### src/hdl/game_pkg.sv
/*
 * Game-side definitions shared by the guess logic:
 *   game state encoding supplied by the top-level game FSM,
 *   person numbering of the nine portrait tiles,
 *   local result of a round,
 *   portrait grid geometry in mouse coordinates
 */

package game_pkg;

    // mouse coordinate width
    localparam int COORD_W = 12;

    // state of the external game FSM
    typedef enum logic [1:0] {
        ST_IDLE   = 2'd0,
        ST_PICK   = 2'd1,
        ST_GUESS  = 2'd2,
        ST_REVEAL = 2'd3
    } game_state_t;

    // person number, 0 means none, tiles are 1 to 9 in row-major order
    localparam int PERSON_W = 4;
    typedef logic [PERSON_W-1:0] person_t;

    localparam person_t PERSON_NONE = 4'd0;
    localparam person_t PERSON_MAX  = 4'd9;

    // 2'b11 is never used
    typedef enum logic [1:0] {
        RES_NONE = 2'b00,
        RES_LOSE = 2'b01,
        RES_WIN  = 2'b10
    } result_t;

    // portrait grid, 3 x 3 tiles
    localparam int TILE_COLS = 3;
    localparam int TILE_ROWS = 3;

    // left edges of the tile columns
    localparam logic [COORD_W-1:0] TILE_X0 = 12'd112;
    localparam logic [COORD_W-1:0] TILE_X1 = 12'd312;
    localparam logic [COORD_W-1:0] TILE_X2 = 12'd512;

    // top edges of the tile rows
    localparam logic [COORD_W-1:0] TILE_Y0 = 12'd64;
    localparam logic [COORD_W-1:0] TILE_Y1 = 12'd248;
    localparam logic [COORD_W-1:0] TILE_Y2 = 12'd432;

    // tile size, both edges belong to the tile
    localparam logic [COORD_W-1:0] TILE_W = 12'd160;
    localparam logic [COORD_W-1:0] TILE_H = 12'd144;

endpackage

### src/hdl/link_pkg.sv
/*
 * Pmod cable link definitions:
 *   port width and idle level,
 *   field positions for the right and the left cable side,
 *   result codes on the wire,
 *   person nibble reversal done by the cable
 */

package link_pkg;

    localparam int PMOD_W = 8;

    // unconnected port reads all ones through the pull-ups
    localparam logic [PMOD_W-1:0] PMOD_IDLE = 8'hFF;

    localparam int PERSON_FIELD_W = 4;

    // right side layout
    localparam int R_PERSON_HI = 7;
    localparam int R_PERSON_LO = 4;
    localparam int R_RESULT_HI = 3;
    localparam int R_RESULT_LO = 2;
    localparam int R_RESET     = 1;
    localparam int R_PRESENT   = 0;

    // left side layout
    localparam int L_PERSON_HI = 7;
    localparam int L_PERSON_LO = 4;
    localparam int L_PRESENT   = 3;
    localparam int L_RESET     = 2;
    localparam int L_RESULT_HI = 1;
    localparam int L_RESULT_LO = 0;

    // result code as reported by the sender about itself
    localparam logic [1:0] WIRE_NONE = 2'b00;
    localparam logic [1:0] WIRE_WON  = 2'b01;
    localparam logic [1:0] WIRE_LOST = 2'b10;

    // the cable swaps the person nibble end for end
    function automatic logic [PERSON_FIELD_W-1:0] reverse_nibble(
        input logic [PERSON_FIELD_W-1:0] n
    );
        return {n[0], n[1], n[2], n[3]};
    endfunction

endpackage

### src/hdl/peer_if.sv
/*
 * Decoded peer frame, from the Pmod receiver to the judge
 */

`timescale 1ns/1ps

interface peer_if;

    import game_pkg::*;

    logic    present;
    person_t person;
    result_t result;
    logic    reset_req;

    modport rx (
        output present, person, result, reset_req
    );

    modport judge (
        input present, person, result, reset_req
    );

endinterface

### src/hdl/tile_picker.sv
/*
 * Portrait tile picker
 *   hit test of a right click against the 3 x 3 tile grid,
 *   selected person register, updated only in the guess state
 */

`timescale 1ns/1ps

module tile_picker (
    input  logic                         clk,
    input  logic                         rst_n,
    input  logic                         rst_sys,
    input  game_pkg::game_state_t        state,
    input  logic [game_pkg::COORD_W-1:0] xpos,
    input  logic [game_pkg::COORD_W-1:0] ypos,
    input  logic                         mouse_right,
    output game_pkg::person_t            selected
);

    import game_pkg::*;

    logic [TILE_COLS-1:0] col_hit;
    logic [TILE_ROWS-1:0] row_hit;
    logic                 hit;
    person_t              hit_person;

    // edges are inclusive on both sides
    assign col_hit[0] = (xpos >= TILE_X0) && (xpos <= TILE_X0 + TILE_W);
    assign col_hit[1] = (xpos >= TILE_X1) && (xpos <= TILE_X1 + TILE_W);
    assign col_hit[2] = (xpos >= TILE_X2) && (xpos <= TILE_X2 + TILE_W);

    assign row_hit[0] = (ypos >= TILE_Y0) && (ypos <= TILE_Y0 + TILE_H);
    assign row_hit[1] = (ypos >= TILE_Y1) && (ypos <= TILE_Y1 + TILE_H);
    assign row_hit[2] = (ypos >= TILE_Y2) && (ypos <= TILE_Y2 + TILE_H);

    // tiles do not overlap, so at most one row/column pair matches
    always_comb begin
        hit        = 1'b0;
        hit_person = PERSON_NONE;
        for (int r = 0; r < TILE_ROWS; r++) begin
            for (int c = 0; c < TILE_COLS; c++) begin
                if (row_hit[r] && col_hit[c]) begin
                    hit        = 1'b1;
                    hit_person = person_t'(r * TILE_COLS + c + 1);
                end
            end
        end
    end

    always_ff @(posedge clk or negedge rst_n) begin
        if (!rst_n) begin
            selected <= PERSON_NONE;
        end else if (rst_sys) begin
            selected <= PERSON_NONE;
        end else if (state == ST_GUESS && mouse_right && hit) begin
            selected <= hit_person;
        end
    end

    selected_in_range: assert property (
        @(posedge clk) disable iff (!rst_n) selected <= PERSON_MAX
    );

endmodule

### src/hdl/link_rx.sv
/*
 * Pmod link receiver
 *   two-flop synchronizers for both cable ports,
 *   connected-side detection with right side priority,
 *   registered decode of the peer frame onto peer_if
 */

`timescale 1ns/1ps

module link_rx (
    input  logic                        clk,
    input  logic                        rst_n,
    input  logic [link_pkg::PMOD_W-1:0] left_up,
    input  logic [link_pkg::PMOD_W-1:0] right_down,
    peer_if.rx                          peer
);

    import game_pkg::*;
    import link_pkg::*;

    logic [PMOD_W-1:0] left_meta, left_sync;
    logic [PMOD_W-1:0] right_meta, right_sync;

    logic                      right_seen, left_seen;
    logic [PERSON_FIELD_W-1:0] wire_person;
    logic [1:0]                wire_code;
    logic                      wire_reset;
    result_t                   peer_result;

    // synchronizers idle at all ones, which reads as no peer
    always_ff @(posedge clk or negedge rst_n) begin
        if (!rst_n) begin
            left_meta  <= PMOD_IDLE;
            left_sync  <= PMOD_IDLE;
            right_meta <= PMOD_IDLE;
            right_sync <= PMOD_IDLE;
        end else begin
            left_meta  <= left_up;
            left_sync  <= left_meta;
            right_meta <= right_down;
            right_sync <= right_meta;
        end
    end

    // presence is active low
    assign right_seen = ~right_sync[R_PRESENT];
    assign left_seen  = ~left_sync[L_PRESENT];

    always_comb begin
        if (right_seen) begin
            wire_person = right_sync[R_PERSON_HI:R_PERSON_LO];
            wire_code   = right_sync[R_RESULT_HI:R_RESULT_LO];
            wire_reset  = right_sync[R_RESET];
        end else begin
            wire_person = left_sync[L_PERSON_HI:L_PERSON_LO];
            wire_code   = left_sync[L_RESULT_HI:L_RESULT_LO];
            wire_reset  = left_sync[L_RESET];
        end
        case (wire_code)
            WIRE_WON:  peer_result = RES_WIN;
            WIRE_LOST: peer_result = RES_LOSE;
            default:   peer_result = RES_NONE;
        endcase
    end

    always_ff @(posedge clk or negedge rst_n) begin
        if (!rst_n) begin
            peer.present   <= 1'b0;
            peer.person    <= PERSON_NONE;
            peer.result    <= RES_NONE;
            peer.reset_req <= 1'b0;
        end else if (right_seen || left_seen) begin
            peer.present   <= 1'b1;
            peer.person    <= reverse_nibble(wire_person);
            peer.result    <= peer_result;
            peer.reset_req <= wire_reset;
        end else begin
            peer.present   <= 1'b0;
            peer.person    <= PERSON_NONE;
            peer.result    <= RES_NONE;
            peer.reset_req <= 1'b0;
        end
    end

    present_from_cable: assert property (
        @(posedge clk) disable iff (!rst_n)
        peer.present |-> $past(!right_sync[R_PRESENT] || !left_sync[L_PRESENT])
    );

endmodule

### src/hdl/guess_judge.sv
/*
 * Guess judge
 *   result register with reveal compare and peer-reported outcome,
 *   shared reset request taken from the peer,
 *   formatting of the right and left outgoing Pmod bytes
 */

`timescale 1ns/1ps

module guess_judge (
    input  logic                        clk,
    input  logic                        rst_n,
    input  logic                        rst_sys,
    input  game_pkg::game_state_t       state,
    input  game_pkg::person_t           your_person,
    input  game_pkg::person_t           selected,
    peer_if.judge                       peer,
    output game_pkg::result_t           result,
    output logic                        peer_reset,
    output logic [link_pkg::PMOD_W-1:0] right_up,
    output logic [link_pkg::PMOD_W-1:0] left_down
);

    import game_pkg::*;
    import link_pkg::*;

    result_t                   result_nxt;
    logic                      peer_reset_nxt;
    logic [1:0]                own_code;
    logic [PERSON_FIELD_W-1:0] person_wire;

    // own reveal wins over whatever the peer reports
    always_comb begin
        if (state == ST_REVEAL && peer.present) begin
            result_nxt = (selected == peer.person) ? RES_WIN : RES_LOSE;
        end else if (peer.result == RES_WIN) begin
            result_nxt = RES_LOSE;
        end else if (peer.result == RES_LOSE) begin
            result_nxt = RES_WIN;
        end else begin
            result_nxt = result;
        end
    end

    assign peer_reset_nxt = peer.present ? peer.reset_req : peer_reset;

    always_ff @(posedge clk or negedge rst_n) begin
        if (!rst_n) begin
            result     <= RES_NONE;
            peer_reset <= 1'b0;
        end else if (rst_sys) begin
            result     <= RES_NONE;
            peer_reset <= 1'b0;
        end else begin
            result     <= result_nxt;
            peer_reset <= peer_reset_nxt;
        end
    end

    // what we report about ourselves
    always_comb begin
        case (result)
            RES_WIN:  own_code = WIRE_WON;
            RES_LOSE: own_code = WIRE_LOST;
            default:  own_code = WIRE_NONE;
        endcase
    end

    // sent reversed, the cable turns it back
    assign person_wire = reverse_nibble(your_person);

    always_comb begin
        right_up                          = PMOD_IDLE;
        right_up[R_PERSON_HI:R_PERSON_LO] = person_wire;
        right_up[R_RESULT_HI:R_RESULT_LO] = own_code;
        right_up[R_RESET]                 = rst_sys;
        right_up[R_PRESENT]               = 1'b0;
    end

    always_comb begin
        left_down                          = PMOD_IDLE;
        left_down[L_PERSON_HI:L_PERSON_LO] = person_wire;
        left_down[L_RESULT_HI:L_RESULT_LO] = own_code;
        left_down[L_RESET]                 = rst_sys;
        left_down[L_PRESENT]               = 1'b0;
    end

    result_encoding_valid: assert property (
        @(posedge clk) disable iff (!rst_n)
        result inside {RES_NONE, RES_WIN, RES_LOSE}
    );

endmodule

### src/hdl/guess_link_top.sv
/*
 * Game logic top for the two-board guess game
 *   tile picker, Pmod receiver and judge joined by peer_if
 */

`timescale 1ns/1ps

module guess_link_top (
    input  logic                         clk,
    input  logic                         rst_n,
    input  logic                         rst_sys,
    input  game_pkg::game_state_t        state,
    input  game_pkg::person_t            your_person,
    input  logic [game_pkg::COORD_W-1:0] xpos,
    input  logic [game_pkg::COORD_W-1:0] ypos,
    input  logic                         mouse_right,
    input  logic [link_pkg::PMOD_W-1:0]  left_up,
    input  logic [link_pkg::PMOD_W-1:0]  right_down,
    output logic [link_pkg::PMOD_W-1:0]  right_up,
    output logic [link_pkg::PMOD_W-1:0]  left_down,
    output game_pkg::result_t            result,
    output logic                         peer_reset
);

    game_pkg::person_t selected;

    peer_if peer_bus ();

    tile_picker tile_picker_inst (
        .clk         (clk),
        .rst_n       (rst_n),
        .rst_sys     (rst_sys),
        .state       (state),
        .xpos        (xpos),
        .ypos        (ypos),
        .mouse_right (mouse_right),
        .selected    (selected)
    );

    link_rx link_rx_inst (
        .clk        (clk),
        .rst_n      (rst_n),
        .left_up    (left_up),
        .right_down (right_down),
        .peer       (peer_bus.rx)
    );

    guess_judge guess_judge_inst (
        .clk         (clk),
        .rst_n       (rst_n),
        .rst_sys     (rst_sys),
        .state       (state),
        .your_person (your_person),
        .selected    (selected),
        .peer        (peer_bus.judge),
        .result      (result),
        .peer_reset  (peer_reset),
        .right_up    (right_up),
        .left_down   (left_down)
    );

endmodule

### config.mk
export PLATFORM = sky130hd
export DESIGN_NAME = guess_link_top
export DESIGN_NICKNAME = d
export VERILOG_FILES = /design/src/hdl/game_pkg.sv /design/src/hdl/link_pkg.sv /design/src/hdl/peer_if.sv /design/src/hdl/tile_picker.sv /design/src/hdl/link_rx.sv /design/src/hdl/guess_judge.sv /design/src/hdl/guess_link_top.sv
export SDC_FILE = /design/constraint.sdc
export NUM_CORES = 1
export LEC_CHECK = 0
export ABC_AREA = 1
export BUFFER_PORTS_ARGS = -buffer_cell sky130_fd_sc_hd__buf_2
export CELL_PAD_IN_SITES_DETAIL_PLACEMENT = 1
export CELL_PAD_IN_SITES_GLOBAL_PLACEMENT = 1
export CORE_UTILIZATION = 35
export CTS_CLUSTER_DIAMETER = 200
export DETAILED_ROUTE_END_ITERATION = 8
export GPL_TIMING_DRIVEN = 0
export PLACE_DENSITY_LB_ADDON = 0.2
export RECOVER_POWER = 25
export SYNTH_ARGS = -nofsm -noshare
export SYNTH_HDL_FRONTEND = slang
export SYNTH_SLANG_ARGS = --single-unit
### constraint.sdc
create_clock -name clk -period 1.7 [get_ports clk]
set_clock_uncertainty 0.1 [all_clocks]
set_input_delay 0.17 -clock clk [delete_from_list [all_inputs] [get_ports clk]]
set_output_delay 0.17 -clock clk [all_outputs]
set_load 0.1 [all_outputs]
==> flow_summary.toml, run 1 <==
[outcome]
status = "finished clean"

[finish]
nets = 392
area_growth_pct = 32.52
layout-drive-gt1-share_pct = 42.86
fin_util_pct = 49.05
fin_area_mm2 = 0.002973
diodes = 0

[synthesis]
yosysSeqAreaShare_pct = 54.21
avgSynthCellArea_um2 = 8.832
synth-edff-count = 0
yosys-top-cells-count = "53 x nand2_1, 32 x dfstp_2, 32 x nor2_1"
synth_area_leaders = "dfstp_2 37%, dfrtp_1 17%, nand2_1 8.9%"
ys_seq_elements = 47
syn_inst = 254
synth_top_area_share_pct = 37.48
synthArstFlopShare_pct = 100.0
synth_most_common_cell = "nand2_1"
syn_area_mm2 = 0.002243
synth.distinct_cells = 29
yosys_warnings = 0
ys.flop_type = "dfstp_2"
yosysTopAreaCell = "dfstp_2"

[power]
p_sw_mw = 0.7607
swShare_pct = 31.17
pwr-share-seq_pct = 50.7
intPower_mw = 1.680
pwr-share-clk_pct = 25.9
power.density_mw_per_mm2 = 820.9
peakVddDrop_mv = 0.9199
p_leak_nw = 1.537
comb_power_share_pct = 23.3

[timing]
rsz0062_at_grt = "no"
fmax_ghz = 0.6135
drv_slew = 0
post-route-min-period_ps = 1630
finalHoldViolCount = 0
fin_crit_sh_pct = 95.89
worst_pin_slew_ps = 923.2
final-setup-viol-count = 0
max-slew-margin-rel_pct = 38.45

[floorplan]
fp.dieW_um = 82.06
ios = 69
dieArea_mm2 = 0.006734
core_mm2 = 0.006061
fp-row-count = 28
start_util_pct = 37.01
fp.dieH_um = 82.06

[grt]
track_usage_pct = 15.05
busiest_layer = "met2"
grt_max_degree = 48
use_met1_pct = 16.97
overflow = 0
grt_antenna_before_repair = 0
grt_util_met2_pct = 29.09
gr-usage-met3_pct = 3.000
grt_first_pass_wirelength_um = 7721
grt_pass1_vias = 1877

[cts]
root_buffer = "clkbuf_8"
htree_levels = 2
cts_buffers = 5
clk_latency_ps = 280
cts_tree = "built"
clock_path_buffers = 2
cts_sinks = 47
clk_pin_slew_ps = 80

[critical_path]
crit_family = "buffers and inverters"
critPathRequiredTime_ps = 1430
crit_buf_inv = 4
critPathMaxStageDelay_ps = 520
crit_top_cell = "buf_2"
critPathLaunchType = "input port"
path_max_fanout = 5
cp.arrival_ps = 1360
endpoint_kind = "primary output"
path_cells = "dlygate4sd3_1, buf_2, buf_4, buf_2"
crit_type = "in2out"
cp_slowest_cell = "dlygate4sd3_1"

[detailed_routing]
wl_um = 4600
drtPass1Iterations = 3
detail_route.wl_per_cell_um = 11.00
drc = 0
antenna_left = 0
drtIter0Drc = 39
via_per_inst = 4.459
vias = 1864

[placement]
dp.final_hpwl_um = 3405
numPortBuffers = 62
gp_congestion = 0.7829
placed_area_mm2 = 0.002701

[min_path]
hold_path_class = "in2reg"

[flow_run]
cap_viol_max_count = 0
sequential cells by signal, indices dropped and copies added, names as in the netlist:
signal                       count
link_rx_inst.left_sync           8
guess_judge_inst.peer_reset      1
link_rx_inst.right_sync          8
link_rx_inst.right_meta          8
link_rx_inst.peer.present        1
link_rx_inst.peer.person         4
link_rx_inst.peer.result         2
guess_judge_inst.result          2
tile_picker_inst.selected        4
link_rx_inst.peer.reset_req      1
link_rx_inst.left_meta           8
path summary, 6_finish.rpt:
path | startpoint | slack [ps] | to | depth (start not counted)
max in group asynchronous | rst_n | 370 | guess_judge_inst.result[0]$_DFFE_PN0P_ | 2
worst max-delay path | rst_sys | 70 | right_up[1] | 4
worst min-delay path | mouse_right | 250 | tile_picker_inst.selected[0]$_DFFE_PN0P_ | 5
worst min register to register | link_rx_inst.right_meta[7]$_DFF_PN1_ | 260 | link_rx_inst.right_sync[7]$_DFF_PN1_ | 0
min in group asynchronous | rst_n | 460 | guess_judge_inst.peer_reset$_DFFE_PN0P_ | 2
worst max register to register | link_rx_inst.peer.present$_DFF_PN0_ | 330 | guess_judge_inst.result[0]$_DFFE_PN0P_ | 7
cell families (layout without fill, tap and decap cells):
| logic type | after synthesis | in the layout | share of synthesized area, % |
|---|---|---|---|
| flip-flops | 47 | 47 | 54.21 |
| AND/OR/NAND/NOR | 129 | 129 | 26.49 |
| multiplexers | 2 | 2 | 0.8924 |
| other | 1 | 2 | 0.1672 |
| XOR/XNOR | 4 | 4 | 1.562 |
| buffers and inverters | 52 | 140 | 11.04 |
| AO/OA/AOI/OAI | 19 | 19 | 5.633 |
layer usage:
metal  wire length, um  share of wire (%)
met2              2424                 53
met1              1942                 42
met4                 0                  0
met3               232                5.0
met5                 0                  0
final cells by class:
cell class                      count  area (um^2)
Buffer                             15        133.9
Clock buffer                        6        72.57
Clock inverter                      2        15.01
Fill cell                         741         3088
Inverter                           37        141.4
Multi-Input combinational cell    156        798.3
Sequential cell                    47         1224
Tap cell                           75        93.84
Timing Repair Buffer               80        494.2
power by group through the flow:
stage / registers [mW] / clock network, mW / logic, mW
3_3_place_gp: 1.26 / 0 / 0.529
3_5_place_dp: 1.26 / 0 / 0.538
5_1_grt: 1.25 / 0.705 / 0.620
4_1_cts: 1.24 / 0.667 / 0.573
6_report: 1.24 / 0.633 / 0.570
2_1_floorplan: 1.30 / 0 / 0.351
cells in the final DEF, fill, tap and decap left out, drive strengths merged:
| cell | count |
|---|---|
| buf | 75 |
| dlygate4sd3 | 18 |
| dfstp | 32 |
| mux2i | 2 |
| a41oi | 1 |
| nand2 | 67 |
| a211oi | 1 |
| conb | 2 |
| nor2 | 36 |
| a21oi | 14 |
| dfrtp | 15 |
| xnor2 | 2 |
| clkinv | 1 |
| xor2 | 2 |
| o21bai | 1 |
| nand3 | 17 |
| nor3 | 3 |
| o21ai | 2 |
| nand4 | 6 |
| clkbuf | 8 |
| inv | 38 |
through the flow:
| step | setup WS, ps | hold WS [ps] | setup TNS, ps | std cells | total power, mW |
|---|---|---|---|---|---|
| 3_5_place_dp | 58.01 | 176.8 | 0 | 392 | 1.796 |
| 4_1_cts | 57.84 | 242.0 | 0 | 418 | 2.480 |
| 6_report | 69.92 | 246.7 | 0 | 418 | 2.440 |
| 2_1_floorplan | -65.41 | -225.6 | -115.3 | 255 | 1.651 |
| 3_3_place_gp | 89.03 | 175.2 | 0 | 392 | 1.784 |
| 5_1_grt | 16.67 | 263.8 | 0 | 418 | 2.570 |
tightest hold or removal path: stages:
cell and delay (ps):
buf_2 100, nand2_1 60, nor2_1 100, nand4_1 120
nand2_1 50
repair_timing:
action                                 4_1_cts  5_1_grt
buffers inserted                             0        0
setup endpoints to repair                    2        0
resized for setup                            2        0
endpoints found under the hold margin       33        0
hold buffers                                18        0
(Power assumes the default switching activity.)
==> run 2, diff against run 1 <==
--- a/config.mk
+++ b/config.mk
@@ -15,6 +15,7 @@
 export GPL_TIMING_DRIVEN = 0
 export PLACE_DENSITY_LB_ADDON = 0.2
 export RECOVER_POWER = 25
+export REMOVE_ABC_BUFFERS = 1
 export SYNTH_ARGS = -nofsm -noshare
 export SYNTH_HDL_FRONTEND = slang
 export SYNTH_SLANG_ARGS = --single-unit
==> run 2 against run 1 <==
Sequential power hardly changed; non-clock buffer count is 23 lower; core utilization is 3.3 points lower; critical endpoint is now right_up[3]; via count is 6.3% lower; global-route usage is 1.6 points lower; combinational power is 25% lower; sequential cell count stayed put; clock-buffer cell count is 1 lower; clock power is 3% higher; worst setup slack better by 91 ps; die area stayed put.
==> flow_summary.toml, run 2 (synthesis gave the netlist of run 1 again) <==
[outcome]
status = "finished clean"

[timing]
finalHoldViolCount = 0
drv_slew = 0
worst_pin_slew_ps = 938.6
fin_crit_sh_pct = 90.56
fin_ws_ps = 160.5
rsz0062_at_grt = "no"
final-setup-viol-count = 0
fmax_ghz = 0.6495
post-route-min-period_ps = 1540
max-slew-margin-rel_pct = 37.43

[finish]
final_common_cell = "buf_2"
final_cells = 395
diodes = 0
nets = 369
layout-drive-gt1-share_pct = 38.13
final_cell_mix = "54 x buf_2, 53 x nand2_1, 32 x nor2_1, 32 x dfstp_2, 31 x inv_1"
area_growth_pct = 23.65

[critical_path]
r2r-start = "link_rx_inst.peer.present$_DFF_PN0_"
cp_slowest_cell = "buf_2"
r2r_end = "guess_judge_inst.result[0]$_DFFE_PN0P_"
r2r_cells = 7
path_max_fanout = 4
crit_type = "reg2out"
endpoint_kind = "primary output"
worstSetupStartpoint = "guess_judge_inst.result[0]$_DFFE_PN0P_"
regToRegSetupSlack_ps = 330
crit_path_end = "right_up[3]"
cp_num_cells = 3
cp.arrival_ps = 1270
critPathLaunchType = "register"
path_cells = "inv_1, nor2_1, buf_2"
critPathMaxStageDelay_ps = 440
crit_buf_inv = 2
crit_family = "buffers and inverters"
critPathRequiredTime_ps = 1430

[placement]
gp_congestion = 0.7589
dp_cells = 369
numPortBuffers = 54
dp.final_hpwl_um = 3164
place_ws_ps = 45.11

[cts]
clk_latency_ps = 280
clk_pin_slew_ps = 90
clock_path_buffers = 2
cts-resized-gates = 0
cts_buffers = 5
htree_levels = 2
cts_sinks = 47
cts_setup_buffers = 0
cts_tree = "built"
root_buffer = "clkbuf_8"

[floorplan]
ios = 69
fp.dieH_um = 82.06
start_util_pct = 37.01
fp.dieW_um = 82.06
core_mm2 = 0.006061
fp-row-count = 28
dieArea_mm2 = 0.006734

[grt]
grt_first_pass_wirelength_um = 7065
grt_pass1_vias = 1750
grt_antenna_before_repair = 0
grt_max_degree = 48
track_usage_pct = 13.41
overflow = 0

[power]
p_leak_nw = 1.438
power.density_mw_per_mm2 = 834.2
peakVddDrop_mv = 0.6732

[detailed_routing]
detail_route.wl_per_cell_um = 10.54
antenna_left = 0
via_per_inst = 4.420
wl_um = 4162
drtIter0Drc = 29
drc = 0
vias = 1746
drtPass1Iterations = 4

[min_path]
hold_path_class = "in2reg"

[flow_run]
cap_viol_max_count = 0
## run 2: changes by cell type in the layout (fill, tap and decap cells not counted), moves of 2 or more
cell and delta:
buf_12 -2, buf_2 -5, buf_4 -14, clkbuf_1 -3, dfrtp_1 +2, dfrtp_4 -2
inv_1 +2, inv_4 -2, nor2_1 +2, nor2_4 -2
## run 2: worst reg2reg max path: stages, from the launching register on
cell and delay, ps:
dfrtp_1 350, inv_1 50, nor3_1 210, o21bai_1 170
inv_1 60, a41oi_1 220, a21oi_1 70, nor2_1 80
## run 2: worst min path at each step
stage                         from                                        to  cells past startpoint
finish                 mouse_right  tile_picker_inst.selected[3]$_DFFE_PN0P_                      5
global route        your_person[1]                               right_up[6]                      0
CTS                    mouse_right  tile_picker_inst.selected[3]$_DFFE_PN0P_                      5
detailed placement   right_down[3]      link_rx_inst.right_meta[3]$_DFF_PN1_                      1
global placement        left_up[1]       link_rx_inst.left_meta[1]$_DFF_PN1_                      1
floorplan                    rst_n   guess_judge_inst.peer_reset$_DFFE_PN0P_                      0
## run 2: routing by layer
metal / track usage (%) / up-vias / wire length (um)
li1: - / 897 / -
met2: 24.71 / 47 / 2140
met4: 2.105 / 0 / 13
met3: 3.333 / 2 / 204
met5: 0 / - / 0
met1: 15.85 / 800 / 1803
## run 2: final cells by class
class | count | area, um^2
well taps | 75 | 93.84
multi-input cells | 156 | 783.3
repair buffers | 72 | 450.4
clock buffers | 5 | 68.82
fillers | 739 | 3287
clock inverters | 3 | 22.52
flip-flops and latches | 47 | 1216
inverters | 37 | 138.9
## run 2: repair_timing
action / in CTS / in global routing
endpoints found under the hold margin: 33 / 0
hold buffers: 18 / 0
setup endpoints to repair: 0 / 0
## run 2: power by group
group	switching (mW)	internal [mW]	total, mW
clock network	0.358	0.294	0.652
logic	0.303	0.127	0.430
registers	0.0250	1.21	1.23
## run 2: through the flow
step	setup TNS, ps	area, um^2	util [%]	hold WS [ps]	total power [mW]
after global placement	0	2502	41.29	174.8	1.648
after detailed placement	0	2502	41.29	176.3	1.655
after CTS	0	2774	45.77	230.7	2.348
final	0	2774	45.77	233.0	2.314
after global routing	0	2774	45.77	240.9	2.434
after floorplan	-8392	2138	-	-225.6	1.499
==> run 3, diff against run 2 <==
--- a/config.mk
+++ b/config.mk
@@ -13,8 +13,8 @@
 export CTS_CLUSTER_DIAMETER = 200
 export DETAILED_ROUTE_END_ITERATION = 8
 export GPL_TIMING_DRIVEN = 0
-export PLACE_DENSITY_LB_ADDON = 0.2
-export RECOVER_POWER = 25
+export PLACE_DENSITY_LB_ADDON = 0.1
+export RECOVER_POWER = 100
 export REMOVE_ABC_BUFFERS = 1
 export SYNTH_ARGS = -nofsm -noshare
 export SYNTH_HDL_FRONTEND = slang
==> constraint.sdc (replaced) <==
create_clock -name clk -period 1.8 [get_ports clk]
set_clock_uncertainty 0.1 [all_clocks]
set_input_delay 0.18 -clock clk [delete_from_list [all_inputs] [get_ports clk]]
set_output_delay 0.18 -clock clk [all_outputs]
set_load 0.1 [all_outputs]
==> run 3 against run 2 <==
Clock-buffer cell count stayed put; design area decreased by 0.50%; global-route usage grew 0.75 points; sequential cell count is the same; non-clock buffer count unchanged; power is 5.1% lower; die area is the same; wire length increased by 4.5%; critical path type is now in2out; final cell count did not move; via count shrank 0.80%; largest cell class unchanged.
==> flow_summary.toml, run 3 (synthesis gave the netlist of run 1 again) <==
[outcome]
status = "finished clean"

[floorplan]
ios = 69
dieArea_mm2 = 0.006734
fp-row-count = 28
start_util_pct = 37.01
fp.dieH_um = 82.06
core_mm2 = 0.006061
fp.dieW_um = 82.06

[timing]
finalHoldViolCount = 0
rsz0062_at_grt = "no"
final-setup-viol-count = 0
fmax_ghz = 0.6014
max-slew-margin-rel_pct = 27.47
fin_ws_ps = 137.3
worst_pin_slew_ps = 1088
fin_crit_sh_pct = 92.37
whs_ps = 237.6
drv_slew = 0
post-route-min-period_ps = 1663

[cts]
clock_path_buffers = 2
cts_sinks = 47
clk_latency_ps = 300
htree_levels = 2
cts-resized-gates = 0
clk_pin_slew_ps = 80
cts_tree = "built"
cts_buffers = 5
root_buffer = "clkbuf_8"

[grt]
track_usage_pct = 14.16
grt_pass1_vias = 1730
overflow = 0
grt_antenna_before_repair = 0
grt_max_degree = 48
grt_first_pass_wirelength_um = 7148

[min_path]
hold_path_class = "in2reg"
whs_path_depth = 5

[detailed_routing]
drc = 0
detail_route.wl_per_cell_um = 11.01
drtPass1Iterations = 4
via_per_inst = 4.385
drtIter0Drc = 54
antenna_left = 0
wl_um = 4348
vias = 1732

[power]
peakVddDrop_mv = 0.6208
p_leak_nw = 1.432
power.density_mw_per_mm2 = 795.2

[critical_path]
path_max_fanout = 5
endpoint_kind = "primary output"
crit_type = "in2out"
critPathLaunchType = "input port"
r2r_cells = 3
critPathRequiredTime_ps = 1520
cp.arrival_ps = 1380

[placement]
place_ws_ps = 142.2
gp_congestion = 0.7387
dp.final_hpwl_um = 3184
numPortBuffers = 54

[finish]
final_common_cell = "nand2_1"
layout-drive-gt1-share_pct = 36.25
diodes = 0
fin_util_pct = 45.54
fill_cells = 729
area_growth_pct = 23.03
nets = 369
final_cell_mix = "55 x nand2_1, 44 x buf_2, 33 x nor2_1"

[flow_run]
cap_viol_max_count = 0
[run 3: cell count changes in the layout (fill, tap and decap cells not counted), sizes merged]
cell	before	now
buf	54	44
clkbuf	5	15
[run 3: final timing paths]
path | startpoint | to | slack [ps]
worst max-delay path | rst_sys | right_up[1] | 140
worst min-delay path | mouse_right | tile_picker_inst.selected[1]$_DFFE_PN0P_ | 240
worst max register to register | link_rx_inst.right_sync[0]$_DFF_PN1_ | link_rx_inst.peer.result[1]$_DFF_PN0_ | 310
worst min register to register | link_rx_inst.right_meta[2]$_DFF_PN1_ | link_rx_inst.right_sync[2]$_DFF_PN1_ | 260
max in group asynchronous | rst_n | tile_picker_inst.selected[3]$_DFFE_PN0P_ | 410
min in group asynchronous | rst_n | guess_judge_inst.result[0]$_DFFE_PN0P_ | 520
[run 3: repair_timing]
item,CTS,global route
buffers inserted,0,0
hold endpoints to repair,33,0
hold buffers,18,0
[run 3: area by class of cell]
cell class	instances	area [um^2]	share of cell area [%]
Sequential cell	47	1216	44.06
Clock buffer	5	68.82	2.493
Tap cell	75	93.84	3.400
Timing Repair Buffer	72	449.2	16.27
Inverter	37	138.9	5.032
Clock inverter	3	22.52	0.8160
Multi-Input combinational cell	156	770.7	27.92
[run 3: report_power, final]
group / total [mW] / internal [mW] / switching [mW]
registers: 1.16 / 1.14 / 0.0254
logic: 0.406 / 0.118 / 0.288
clock network: 0.625 / 0.278 / 0.347
[run 3: stage by stage]
stage / power, mW / cells / TNS [ps] / area, um^2
2_1_floorplan: 1.416 / 240 / -8032 / 2138
3_3_place_gp: 1.557 / 369 / 0 / 2502
3_5_place_dp: 1.564 / 369 / 0 / 2502
4_1_cts: 2.243 / 395 / 0 / 2774
5_1_grt: 2.313 / 395 / 0 / 2760
6_report: 2.195 / 395 / 0 / 2760
[run 3: per-layer routing]
layer / share of wire [%] / GRT usage [%] / vias up
met5: 0 / 0 / -
met4: 1.2 / 4.211 / 0
met3: 5.4 / 4.111 / 6
met2: 48 / 24.96 / 54
met1: 46 / 16.53 / 779
li1: - / - / 893
[run 3: critical path, stage by stage]
cell and delay, ps:
dlygate4sd3_1 520, clkbuf_1 190, clkbuf_2 490
